==> src/logic/blu_isa_pkg.sv <==
// Branch ISA definitions
package blu_isa_pkg;

	localparam int XLEN = 64;
	localparam int OP_W = 8;

	// Register values, pc, immediate and target
	typedef logic [XLEN-1:0] xlen_t;

	// One-hot branch operation
	typedef logic [OP_W-1:0] blu_op_t;

	localparam blu_op_t OP_JAL  = 8'b1000_0000;
	localparam blu_op_t OP_JALR = 8'b0100_0000;
	localparam blu_op_t OP_BEQ  = 8'b0010_0000;
	localparam blu_op_t OP_BNE  = 8'b0001_0000;
	localparam blu_op_t OP_BLT  = 8'b0000_1000;
	localparam blu_op_t OP_BGE  = 8'b0000_0100;
	localparam blu_op_t OP_BLTU = 8'b0000_0010;
	localparam blu_op_t OP_BGEU = 8'b0000_0001;

	// Fixed 32-bit encoding, no compressed instructions
	localparam xlen_t INSN_BYTES = 4;

endpackage

==> src/logic/blu_cfg_pkg.sv <==
// Branch unit sizing
package blu_cfg_pkg;

	localparam int BLU_ISSUE_DEPTH = 8;
	localparam int PREG_NUM = 64;
	localparam int PREG_W = $clog2(PREG_NUM);

	// Physical register index, 0 is the zero register
	typedef logic [PREG_W-1:0] preg_t;

	// op, pc, imm, rd, rs1, rs2
	localparam int BLU_ENTRY_W = $bits(blu_isa_pkg::blu_op_t)
		+ 2 * $bits(blu_isa_pkg::xlen_t)
		+ 3 * PREG_W;

endpackage

==> src/logic/branch_resolve.sv <==
// Branch resolver
`timescale 1ns/1ps

module branch_resolve (
	input  logic                   CLK,
	input  logic                   rst_n,

	input  logic                   issue_valid,
	input  blu_isa_pkg::blu_op_t   issue_op,
	input  blu_isa_pkg::xlen_t     issue_pc,
	input  blu_isa_pkg::xlen_t     issue_imm,
	input  blu_isa_pkg::xlen_t     issue_src1,
	input  blu_isa_pkg::xlen_t     issue_src2,
	input  blu_cfg_pkg::preg_t     issue_rd,

	output logic                   res_valid,
	output blu_isa_pkg::xlen_t     res_pc,
	output logic                   res_taken,
	output blu_isa_pkg::xlen_t     res_target,

	output logic                   link_valid,
	output blu_cfg_pkg::preg_t     link_rd,
	output blu_isa_pkg::xlen_t     link_data
);

	logic                 cmp_eq;
	logic                 cmp_lt;
	logic                 cmp_ltu;
	logic                 is_jalr;
	logic                 is_jump;
	logic                 taken;
	blu_isa_pkg::blu_op_t cond_hit;
	blu_isa_pkg::xlen_t   seq_pc;
	blu_isa_pkg::xlen_t   pc_target;
	blu_isa_pkg::xlen_t   reg_target;
	blu_isa_pkg::xlen_t   target;

	assign cmp_eq  = (issue_src1 == issue_src2);
	assign cmp_lt  = ($signed(issue_src1) < $signed(issue_src2));
	assign cmp_ltu = (issue_src1 < issue_src2);

	// Bits of the operations whose condition holds
	assign cond_hit = blu_isa_pkg::OP_JAL
		| blu_isa_pkg::OP_JALR
		| ({8{cmp_eq}}   & blu_isa_pkg::OP_BEQ)
		| ({8{!cmp_eq}}  & blu_isa_pkg::OP_BNE)
		| ({8{cmp_lt}}   & blu_isa_pkg::OP_BLT)
		| ({8{!cmp_lt}}  & blu_isa_pkg::OP_BGE)
		| ({8{cmp_ltu}}  & blu_isa_pkg::OP_BLTU)
		| ({8{!cmp_ltu}} & blu_isa_pkg::OP_BGEU);

	assign taken   = |(issue_op & cond_hit);
	assign is_jalr = |(issue_op & blu_isa_pkg::OP_JALR);
	assign is_jump = |(issue_op & (blu_isa_pkg::OP_JAL | blu_isa_pkg::OP_JALR));

	assign seq_pc     = issue_pc + blu_isa_pkg::INSN_BYTES;
	assign pc_target  = issue_pc + issue_imm;
	assign reg_target = (issue_src1 + issue_imm) & ~blu_isa_pkg::xlen_t'(1); // jalr clears bit 0
	assign target     = !taken ? seq_pc : (is_jalr ? reg_target : pc_target);

	always_ff @(posedge CLK) begin
		if (!rst_n) begin
			res_valid  <= 1'b0;
			link_valid <= 1'b0;
		end else begin
			res_valid  <= issue_valid;
			link_valid <= issue_valid && is_jump;
		end
	end

	always_ff @(posedge CLK) begin
		res_pc     <= issue_pc;
		res_taken  <= taken;
		res_target <= target;
		link_rd    <= issue_rd;
		link_data  <= seq_pc; // Return address
	end

endmodule

==> config.mk <==
export PLATFORM = sky130hd
export DESIGN_NAME = branch_resolve
export DESIGN_NICKNAME = d
export VERILOG_FILES = /design/src/logic/blu_isa_pkg.sv /design/src/logic/blu_cfg_pkg.sv /design/src/logic/branch_resolve.sv
export SDC_FILE = /design/constraint.sdc
export NUM_CORES = 1
export LEC_CHECK = 0
export BUFFER_PORTS_ARGS = -buffer_cell sky130_fd_sc_hd__clkbuf_2
export CAP_MARGIN = 20
export CORE_MARGIN = 10
export CORE_UTILIZATION = 50
export DETAILED_ROUTE_END_ITERATION = 6
export HOLD_SLACK_MARGIN = 0.05
export PLACE_DENSITY_LB_ADDON = 0.25
export SLEW_MARGIN = 10
export SYNTH_ARGS = -nofsm -noshare
export SYNTH_HDL_FRONTEND = slang
export SYNTH_SLANG_ARGS = --single-unit
==> constraint.sdc <==
create_clock -name CLK -period 3.6 [get_ports CLK]
set_clock_uncertainty 0.2 [all_clocks]
set_input_delay 0.36 -clock CLK [delete_from_list [all_inputs] [get_ports CLK]]
set_output_delay 0.36 -clock CLK [all_outputs]
set_load 0.01 [all_outputs]
==> out/results.ini, run 1 <==
[die]
die_h_um=195
io-pin-count=474
start_util=0.505
core-area_um2=30400
dieArea_um2=38100
rows=64
die_w_um=195

[logic_synthesis]
synth_edf_count=0
synth_warnings=0
synthDistinctLibCells=91
synthArstFlopShare=0
syn_avg_cell_area_um2=8.07
synthFlopType=dfxtp_1
netlist_area_um2=15400
synthCells=1903
ys_seq_elements=199
syn_nets=2368
seq_area_frac_synth=0.259

[detailed_routing]
wl_per_cell_um=21.5
drc=0
dr.pass1.iters=6
post_drt_via_cell_ratio=5.76
first_iter_violations=1479
ant_nets=0
wirelength_um=66000
vias=17700

[pwr]
p_sw_frac=0.376
p_switching_mw=2.89
power.density_nw_per_um2=361
clkPwrFrac=0.265
share_comb_of_total_power=0.406
seqPwrFrac=0.330
peakVddDrop_uv=366
p_leak_nw=10.5
intPower_mw=4.81

[worst_setup_path]
critPathArrivalTime_ns=3.66
crit_path_max_fanout=5
critPathRequiredTime_ns=3.73
crit_type=primary input to flip-flop
start_kind=primary input
cp-end-kind=flip-flop

[clocking]
cts_tree=built
numCtsBuffers=17
cts-root-buf=clkbuf_16
cts.sink_count=199
htreeDepth=4
clockBufferDepth=2
clk_pin_slew_worst_paths_ns=0.08

[sta]
setup_viol=0
slew_headroom=0.528
rsz0062_at_grt=false
tightest_slew_ns=0.705
post-route-min-period_ns=3.54
hold_viol=0
timing.fmax_mhz=283
timing.final.ws_setup_ns=0.0636
fin_crit_sh=0.982
maxSlewViolCount=0

[global_routing]
grt_pass1_vias=17700
grt_max_degree=60
grt_util_met1=0.403
grt-busiest-layer=met2
met3_usage=0.0680
grt_overflow=0
grtUsageMet2=0.541
grt_use_total=0.327
grt_pass1_wl_um=99700
antenna_found_initial=3

[cells_and_area]
n_fill_cell=2496
multiInputGateArea_um2=10700
fin_cells=3071
drive_above_1_share=0.315
nets=3124
seq_area_um2=3980
syn_to_final_growth_pct=38.7

[status]
status=complete, no violations

[hold_path]
hp-class=primary input to flip-flop

[placement]
pre_cts_ws_ns=-0.383
placedCellCount=2963
portBuffers=473
routabilityCongestion=1.03
post-dp-hpwl_um=54800

[flow_run]
cap_violations=0

[sequential cells by signal, indices dropped and copies added (netlist names)]
| signal | flops |
|---|---|
| link_rd | 6 |
| res_taken | 1 |
| link_valid | 1 |
| res_valid | 1 |
| res_target | 64 |
| link_data | 62 |
| res_pc | 64 |
[area by class of cell]
type | count | area share
sequential | 199 | 0.187
clock inverter | 14 | 0.00845
inverter | 113 | 0.0199
tap | 396 | 0.0233
antenna | 3 | 0.000352
clock buffer | 18 | 0.0206
timing repair buffer | 804 | 0.239
multi-input combinational | 1524 | 0.502
[metrics by stage]
stage | utilization | power [mW] | instance area (µm²) | hold WS [ns] | setup TNS [ns]
after floorplan | - | 4.21 | 15400 | 0.188 | 0
after global placement | 0.654 | 5.53 | 19900 | 0.264 | -7.76
after detailed placement | 0.654 | 5.56 | 19900 | 0.267 | -15.47
after CTS | 0.698 | 7.65 | 21300 | 0.0611 | 0
after global routing | 0.700 | 8.04 | 21300 | 0.0674 | 0
final | 0.700 | 7.70 | 21300 | 0.0759 | 0
[layout by cell type, fill, tap and decap left out, types with 22 or more instances in the layout]
cell type and instances:
nor2_1 122, a21oi_1 197, a21o_1 55, and3_1 22, o21ai_0 108, nand4_1 55, dfxtp_1 199, clkbuf_2 472
dlygate4sd3_1 72, nand2_1 192, nand3_1 41, buf_4 256, ha_1 189, xnor2_1 109, o21bai_1 29, xor2_1 66
nor3_1 37, inv_1 111
[synthesized netlist by cell type (all sizes together), types with 7 or more instances]
cell | instances | share of area
o21bai | 31 | 0.016
or2 | 11 | 0.0046
inv | 112 | 0.027
a21o | 56 | 0.027
nand4 | 55 | 0.022
nor3 | 41 | 0.014
nand2b | 15 | 0.0061
a221oi | 11 | 0.0078
ha | 190 | 0.15
mux2 | 21 | 0.015
o221ai | 10 | 0.0057
nand3 | 42 | 0.014
a2111oi | 8 | 0.0059
and3 | 23 | 0.0094
clkbuf | 44 | 0.011
a31oi | 13 | 0.0063
o31ai | 13 | 0.0067
buf | 23 | 0.0092
dfxtp | 199 | 0.26
o21a | 17 | 0.0083
nand2 | 192 | 0.047
mux2i | 7 | 0.0046
a21oi | 204 | 0.068
and2 | 10 | 0.0042
xnor2 | 109 | 0.062
a211oi | 18 | 0.0088
nor2b | 15 | 0.0061
o211ai | 18 | 0.0091
xor2 | 66 | 0.038
o21ai | 122 | 0.040
nor2 | 124 | 0.031
and4 | 10 | 0.0057
a22oi | 9 | 0.0044
[worst paths after layout]
kind / startpoint / endpoint / slack, ns / cells after the start
setup / recovery: issue_pc[14] / res_target[49]$_DFF_P_ / 0.06 / 14
hold / removal: rst_n / res_valid$_SDFF_PN0_ / 0.08 / 2
[critical path, stage by stage]
cell	delay [ns]
clkbuf_2	0.10
dlygate4sd3_1	0.57
buf_4	0.13
and2_1	0.13
and4_1	0.26
and2_4	0.19
nand3_2	0.12
or2_4	0.28
or2_1	0.38
nor3_2	0.28
nand3_1	0.15
xnor2_1	0.23
a22oi_1	0.33
o21ai_0	0.14
[kinds of logic after synthesis]
logic type | count (synthesis) | synth area share
AO/OA/AOI/OAI | 569 | 0.239
XOR/XNOR | 175 | 0.0997
adder cells (fa/ha/maj) | 192 | 0.157
buffers and inverters | 180 | 0.0477
flip-flops | 199 | 0.259
multiplexers | 29 | 0.0214
AND/OR/NAND/NOR | 559 | 0.176
[layer usage]
layer  part of all wire  vias up
li1                   -     8377
met1               0.40     8220
met2               0.47      919
met3              0.087      164
met4              0.042        0
met5                  0        -
[power by group through the flow]
stage                     Clock [mW]  Combinational (mW)  Sequential (mW)
final                           2.04                3.12             2.54
after global routing            2.13                3.36             2.55
after CTS                       2.05                3.06             2.53
after detailed placement           0                2.98             2.59
after global placement             0                2.95             2.58
after floorplan                    0                1.53             2.69
[what timing repair did]
action,in CTS,in global routing
hold endpoints to repair,107,0
setup endpoints to repair,0,26
hold buffers,72,0
resized for setup,0,11
setup buffers,0,1
(Power assumes the default switching activity.)
==> inputs of run 2 (changes only) <==
- CORE_UTILIZATION: 50 -> 45
- clock period: 3.6 -> 2.95 ns (I/O delays scaled with it)
==> run 2 against run 1 <==
  * Sequential cell count unchanged
  * Die area increased by 9.9%
  * Largest cell class unchanged
  * The flow now finishes with violations (negative setup slack)
  * Largest power group unchanged
  * Combinational power grew 44%
  * Sequential power up 22%
==> out/results.ini, run 2 (same netlist as run 1, synthesis figures left out) <==
[cells_and_area]
seq_area_um2=3980  ; unchanged
final_cell_mix=buf_4 (520), clkbuf_2 (453), dfxtp_1 (199)  ; was clkbuf_2 (472), buf_4 (256), dfxtp_1 (199)
drive_above_1_share=0.414  ; was 0.315
final_common_cell=buf_4  ; was clkbuf_2
syn_to_final_growth_pct=60.0  ; was 38.7%
final_cell_area_um2=24600  ; was 21300 µm²
reg_top3=res_pc: 64 flops, res_target: 64 flops, link_data: 62 flops  ; unchanged
n_fill_cell=2556  ; was 2496
multiInputGateArea_um2=11500  ; was 10700 µm²
nets=3405  ; was 3124

[global_routing]
grt_util_met1=0.409  ; was 0.403
met3_usage=0.0605  ; was 0.0680
antenna_found_initial=2  ; was 3
grtUsageMet2=0.562  ; was 0.541
grt_use_total=0.332  ; was 0.327
grt_pass1_wl_um=109000  ; was 99700 µm
grt_overflow=0  ; unchanged
grt_max_degree=64  ; was 60
grt_pass1_vias=19200  ; was 17700
grt-busiest-layer=met2  ; unchanged

[placement]
portBuffers=473  ; unchanged
pre_cts_ws_ns=-0.922  ; was -0.383 ns
routabilityCongestion=1.03  ; about the same
postPlaceCellArea_um2=22300  ; was 19900 µm²
post-dp-hpwl_um=60400  ; was 54800 µm

[pwr]
p_sw_frac=0.374  ; was 0.376
share_comb_of_total_power=0.448  ; was 0.406
peakVddDrop_uv=479  ; was 366 µV
seqPwrFrac=0.311  ; was 0.330
power.density_nw_per_um2=408  ; was 361 nW/µm²
p_switching_mw=3.75  ; was 2.89 mW
p_leak_nw=12.1  ; was 10.5 nW
clkPwrFrac=0.242  ; was 0.265
intPower_mw=6.27  ; was 4.81 mW
p_total_mw=10.0  ; was 7.70 mW

[sta]
timing.hold.ws_ns=0.0691  ; was 0.0759 ns
slew_headroom=0.369  ; was 0.528
post-route-min-period_ns=3.21
timing.fmax_mhz=312
tightest_slew_ns=0.941  ; was 0.705 ns
rsz0062_at_grt=true  ; was false
maxSlewViolCount=0  ; unchanged
timing.final.ws_setup_ns=-0.257  ; was 0.0636 ns
fin_crit_sh=1.09
setup_viol=65  ; was 0
finalSetupTns_ns=-11.42  ; was 0 ns
hold_viol=0  ; unchanged

[worst_setup_path]
crit_type=primary input to flip-flop  ; unchanged
crit_path_max_fanout=10  ; was 5
start_kind=primary input  ; unchanged
slowest_stage=nor4_1  ; was dlygate4sd3_1
critPathArrivalTime_ns=3.37  ; was 3.66 ns
path_common_cell=buf_4
crit_chain=buf_4 > ha_4 > nand4_1 > nor4_4 > buf_4 > nand2_2 > nand4b_1 > nor4_1 > mux2i_1 > o211ai_1 > nor2_4 > buf_12 > buf_16 > mux2_4  ; was clkbuf_2 > dlygate4sd3_1 > buf_4 > and2_1 > and4_1 > and2_4 > nand3_2 > or2_4 > or2_1 > nor3_2 > nand3_1 > xnor2_1 > a22oi_1 > o21ai_0
max_stage_delay_ns=0.40  ; was 0.57 ns
critPathRequiredTime_ns=3.12  ; was 3.73 ns
cp-end-kind=flip-flop  ; unchanged

[clocking]
numCtsBuffers=17  ; unchanged
htreeDepth=4  ; unchanged
cts_tree=built  ; unchanged
clockBufferDepth=2  ; unchanged
clk_pin_slew_worst_paths_ns=0.08  ; about the same
cts-root-buf=clkbuf_16  ; unchanged
cts.sink_count=199  ; unchanged

[detailed_routing]
wl_per_cell_um=21.6  ; was 21.5 µm
dr.pass1.iters=6  ; unchanged
first_iter_violations=1545  ; was 1479
post_drt_via_cell_ratio=5.59  ; was 5.76
wirelength_um=73400  ; was 66000 µm
vias=19000  ; was 17700
ant_nets=0  ; unchanged
drc=0  ; unchanged

[die]
die_h_um=205  ; was 195 µm
die_w_um=205  ; was 195 µm
io-pin-count=474  ; unchanged
rows=67  ; was 64
core-area_um2=33600  ; was 30400 µm²
dieArea_um2=41900  ; was 38100 µm²
start_util=0.457  ; was 0.505

[hold_path]
hold_depth=4  ; was 2
hp-class=primary input to flip-flop  ; unchanged

[status]
status=finished with violations  ; was complete, no violations
violations=negative setup slack

[flow_run]
cap_violations=0  ; unchanged

==> run 2: changes by cell type in the layout (fill, tap and decap cells not counted), moves of 19 or more <==
| cell | before | now |
|---|---|---|
| buf_6 | 0 | 22 |
| ha_1 | 189 | 166 |
| ha_4 | 0 | 24 |
| buf_4 | 256 | 520 |
| clkbuf_2 | 472 | 453 |
==> run 2: worst max-delay path: cells and delay by family <==
kind	cells	cell delay, ns
buffers and inverters	4	0.63
AOI/OAI and AO/OA	1	0.15
adders and majority gates	1	0.26
muxes	2	0.56
and+or+nand+nor	6	1.45
==> run 2: metrics by stage <==
step / utilization / std cells
floorplan: - / 1903
global placement: 0.663 / 3279
detailed placement: 0.663 / 3279
CTS: 0.715 / 3396
global route: 0.731 / 3403
finish: 0.731 / 3403
==> run 2: final cells by class <==
class | instances | share of cell area
clock buffer | 18 | 0.0179
tap | 448 | 0.0228
multi-input combinational | 1524 | 0.469
antenna | 2 | 0.000204
sequential | 199 | 0.162
clock inverter | 14 | 0.00631
inverter | 113 | 0.0184
timing repair buffer | 1085 | 0.303
==> run 2: metal layers <==
metal | wire length (µm) | share of wire | vias up
met3 | 5600 | 0.076 | 160
li1 | - | - | 8954
met1 | 30200 | 0.41 | 8967
met5 | 0 | 0 | -
met2 | 34900 | 0.48 | 952
met4 | 2670 | 0.036 | 0
==> run 2: final timing paths <==
path / startpoint / end / slack (ns)
hold / removal: issue_pc[16] / link_data[17]$_DFF_P_ / 0.07
setup / recovery: issue_src1[63] / res_target[22]$_DFF_P_ / -0.26
==> run 2: power groups by stage <==
stage	Combinational, mW	Sequential [mW]	Clock (mW)
2_1_floorplan	1.94	3.28	0
3_3_place_gp	4.05	3.16	0
3_5_place_dp	4.10	3.17	0
4_1_cts	4.29	3.10	2.44
5_1_grt	4.81	3.13	2.53
6_report	4.49	3.11	2.42
==> run 2: timing repair <==
action                                 CTS  global route
buffers inserted                         6             7
setup endpoints to repair               65            71
hold buffers                            77             0
endpoints found under the hold margin  121             0
gates resized for setup                 58           123
pin swaps                               15            45
gates cloned                             3             0
==> inputs of run 3 (changes only) <==
- CTS_BUF_LIST: default -> sky130_fd_sc_hd__clkbuf_2 sky130_fd_sc_hd__clkbuf_4 sky130_fd_sc_hd__clkbuf_8
- PLACE_DENSITY: default -> 0.84
- PLACE_DENSITY_LB_ADDON: 0.25 -> default
==> run 3 against run 2 <==
  * The flow still finishes with violations (negative setup slack)
  * Largest cell class unchanged
  * Hold slack better by 0.039 ns
  * Global-route usage grew 1.7 points
  * Sequential power about the same
==> out/results.ini, run 3 (same netlist as run 1, synthesis figures left out) <==
[status]
status=finished with violations  ; unchanged
violations=negative setup slack  ; unchanged

[sta]
rsz0062_at_grt=true  ; unchanged
slew_headroom=0.572  ; was 0.369
timing.fmax_mhz=310  ; was 312 MHz
timing.final.ws_setup_ns=-0.273  ; was -0.257 ns
setup_viol=63  ; was 65
timing.hold.ws_ns=0.108  ; was 0.0691 ns
maxSlewViolCount=0  ; unchanged
post-route-min-period_ns=3.22  ; was 3.21 ns
fin_crit_sh=1.09  ; about the same
tightest_slew_ns=0.641  ; was 0.941 ns
hold_viol=0  ; unchanged

[cells_and_area]
reg_top3=res_pc: 64 flops, res_target: 64 flops, link_data: 62 flops  ; unchanged
syn_to_final_growth_pct=59.1  ; was 60.0%
drive_above_1_share=0.417  ; was 0.414
final_cell_mix=buf_4 (513), clkbuf_2 (463), dfxtp_1 (199)  ; was buf_4 (520), clkbuf_2 (453), dfxtp_1 (199)
final_cell_area_um2=24400  ; was 24600 µm²
final_common_cell=buf_4  ; unchanged
nets=3406  ; was 3405

[detailed_routing]
post_drt_via_cell_ratio=5.76  ; was 5.59
wirelength_um=77700  ; was 73400 µm
ant_nets=0  ; unchanged
wl_per_cell_um=22.8  ; was 21.6 µm
vias=19600  ; was 19000
first_iter_violations=1920  ; was 1545
dr.pass1.iters=6  ; unchanged
drc=0  ; unchanged

[die]
die_w_um=205  ; unchanged
rows=67  ; unchanged
io-pin-count=474  ; unchanged
die_h_um=205  ; unchanged
dieArea_um2=41900  ; unchanged
start_util=0.457  ; unchanged
core-area_um2=33600  ; unchanged

[global_routing]
grt_util_met1=0.414  ; was 0.409
grt_pass1_wl_um=115000  ; was 109000 µm
met3_usage=0.0807  ; was 0.0605
grt_use_total=0.348  ; was 0.332
grtUsageMet2=0.580  ; was 0.562
grt-busiest-layer=met2  ; unchanged
grt_pass1_vias=20000  ; was 19200
antenna_found_initial=1  ; was 2
grt_max_degree=55  ; was 64
grt_overflow=0  ; unchanged

[hold_path]
hp-class=primary input to flip-flop  ; unchanged

[worst_setup_path]
cp-end-kind=flip-flop  ; unchanged
path_delay_family=simple AND/OR/NAND/NOR gates  ; unchanged
crit_type=primary input to flip-flop  ; unchanged
crit_path_max_fanout=8  ; was 10
slowest_stage=mux4_2  ; was nor4_1
crit_chain=clkbuf_2 > inv_1 > ha_1 > nand4_1 > nor3_2 > buf_4 > nand2_4 > nand4b_1 > buf_6 > a311o_1 > nand4b_1 > mux4_2 > nor2_4 > buf_12 > inv_8 > buf_12 > mux2_2  ; was buf_4 > ha_4 > nand4_1 > nor4_4 > buf_4 > nand2_2 > nand4b_1 > nor4_1 > mux2i_1 > o211ai_1 > nor2_4 > buf_12 > buf_16 > mux2_4
critPathArrivalTime_ns=3.45  ; was 3.37 ns
critPathRequiredTime_ns=3.18  ; was 3.12 ns
path_buf_inv=7  ; was 4
start_kind=primary input  ; unchanged
max_stage_delay_ns=0.36  ; was 0.40 ns

[pwr]
p_leak_nw=12.1  ; about the same
power.density_nw_per_um2=398  ; was 408 nW/µm²
peakVddDrop_uv=340  ; was 479 µV
p_total_mw=9.73  ; was 10.0 mW

[clocking]
cts.sink_count=199  ; unchanged
cts-root-buf=clkbuf_8  ; was clkbuf_16
cts_tree=built  ; unchanged
clk_pin_slew_worst_paths_ns=0.14  ; was 0.08 ns
htreeDepth=4  ; unchanged
clockBufferDepth=2  ; unchanged
numCtsBuffers=17  ; unchanged

[placement]
post-dp-hpwl_um=61100  ; was 60400 µm
postPlaceCellArea_um2=22300  ; about the same
portBuffers=473  ; unchanged
routabilityCongestion=1.00  ; was 1.03

[flow_run]
cap_violations=0  ; unchanged

## run 3: per-stage QoR
stage / setup WS [ns] / util / instances / setup TNS (ns)
6_report: -0.273 / 0.727 / 3403 / -10.41
5_1_grt: -0.351 / 0.727 / 3403 / -14.58
4_1_cts: -0.157 / 0.714 / 3393 / -5.57
3_5_place_dp: -1.15 / 0.662 / 3269 / -71.36
3_3_place_gp: -1.11 / 0.662 / 3269 / -68.30
2_1_floorplan: -0.0302 / - / 1903 / -0.0302
## run 3: layout make-up
class | instances | area, µm²
inverter | 113 | 442
timing repair buffer | 1086 | 7510
antenna | 1 | 2.50
fill | 2489 | 9170
clock inverter | 14 | 204
sequential | 199 | 3980
multi-input combinational | 1524 | 11500
tap | 448 | 561
clock buffer | 18 | 241
## run 3: path summary, 6_finish.rpt
path / from / to / slack (ns) / cells past startpoint
worst max-delay path: issue_src2[45] / res_target[39]$_DFF_P_ / -0.27 / 17
worst min-delay path: issue_pc[23] / link_data[26]$_DFF_P_ / 0.11 / 4
## run 3: power breakdown
| group | total (mW) | switching, mW | internal (mW) |
|---|---|---|---|
| sequential | 3.12 | 0.134 | 2.98 |
| combinational | 4.56 | 2.42 | 2.14 |
| clock | 2.05 | 1.23 | 0.820 |
| total | 9.73 | 3.78 | 5.94 |
## run 3: timing repair
| action | CTS | global route |
|---|---|---|
| setup endpoints to repair | 65 | 73 |
| hold buffers | 79 | 0 |
| pin swaps | 9 | 24 |
| hold endpoints to repair | 149 | 0 |
| setup buffers | 10 | 5 |
| gates cloned | 3 | 5 |
| resized for setup | 67 | 89 |
## run 3: metal layers
metal  up-vias  wire (µm)  share of wire
li1       8943          -              -
met1      9174      29800           0.38
met2      1190      36200           0.47
met3       307       7500          0.096
met4         0       4220          0.054
met5         -          0              0
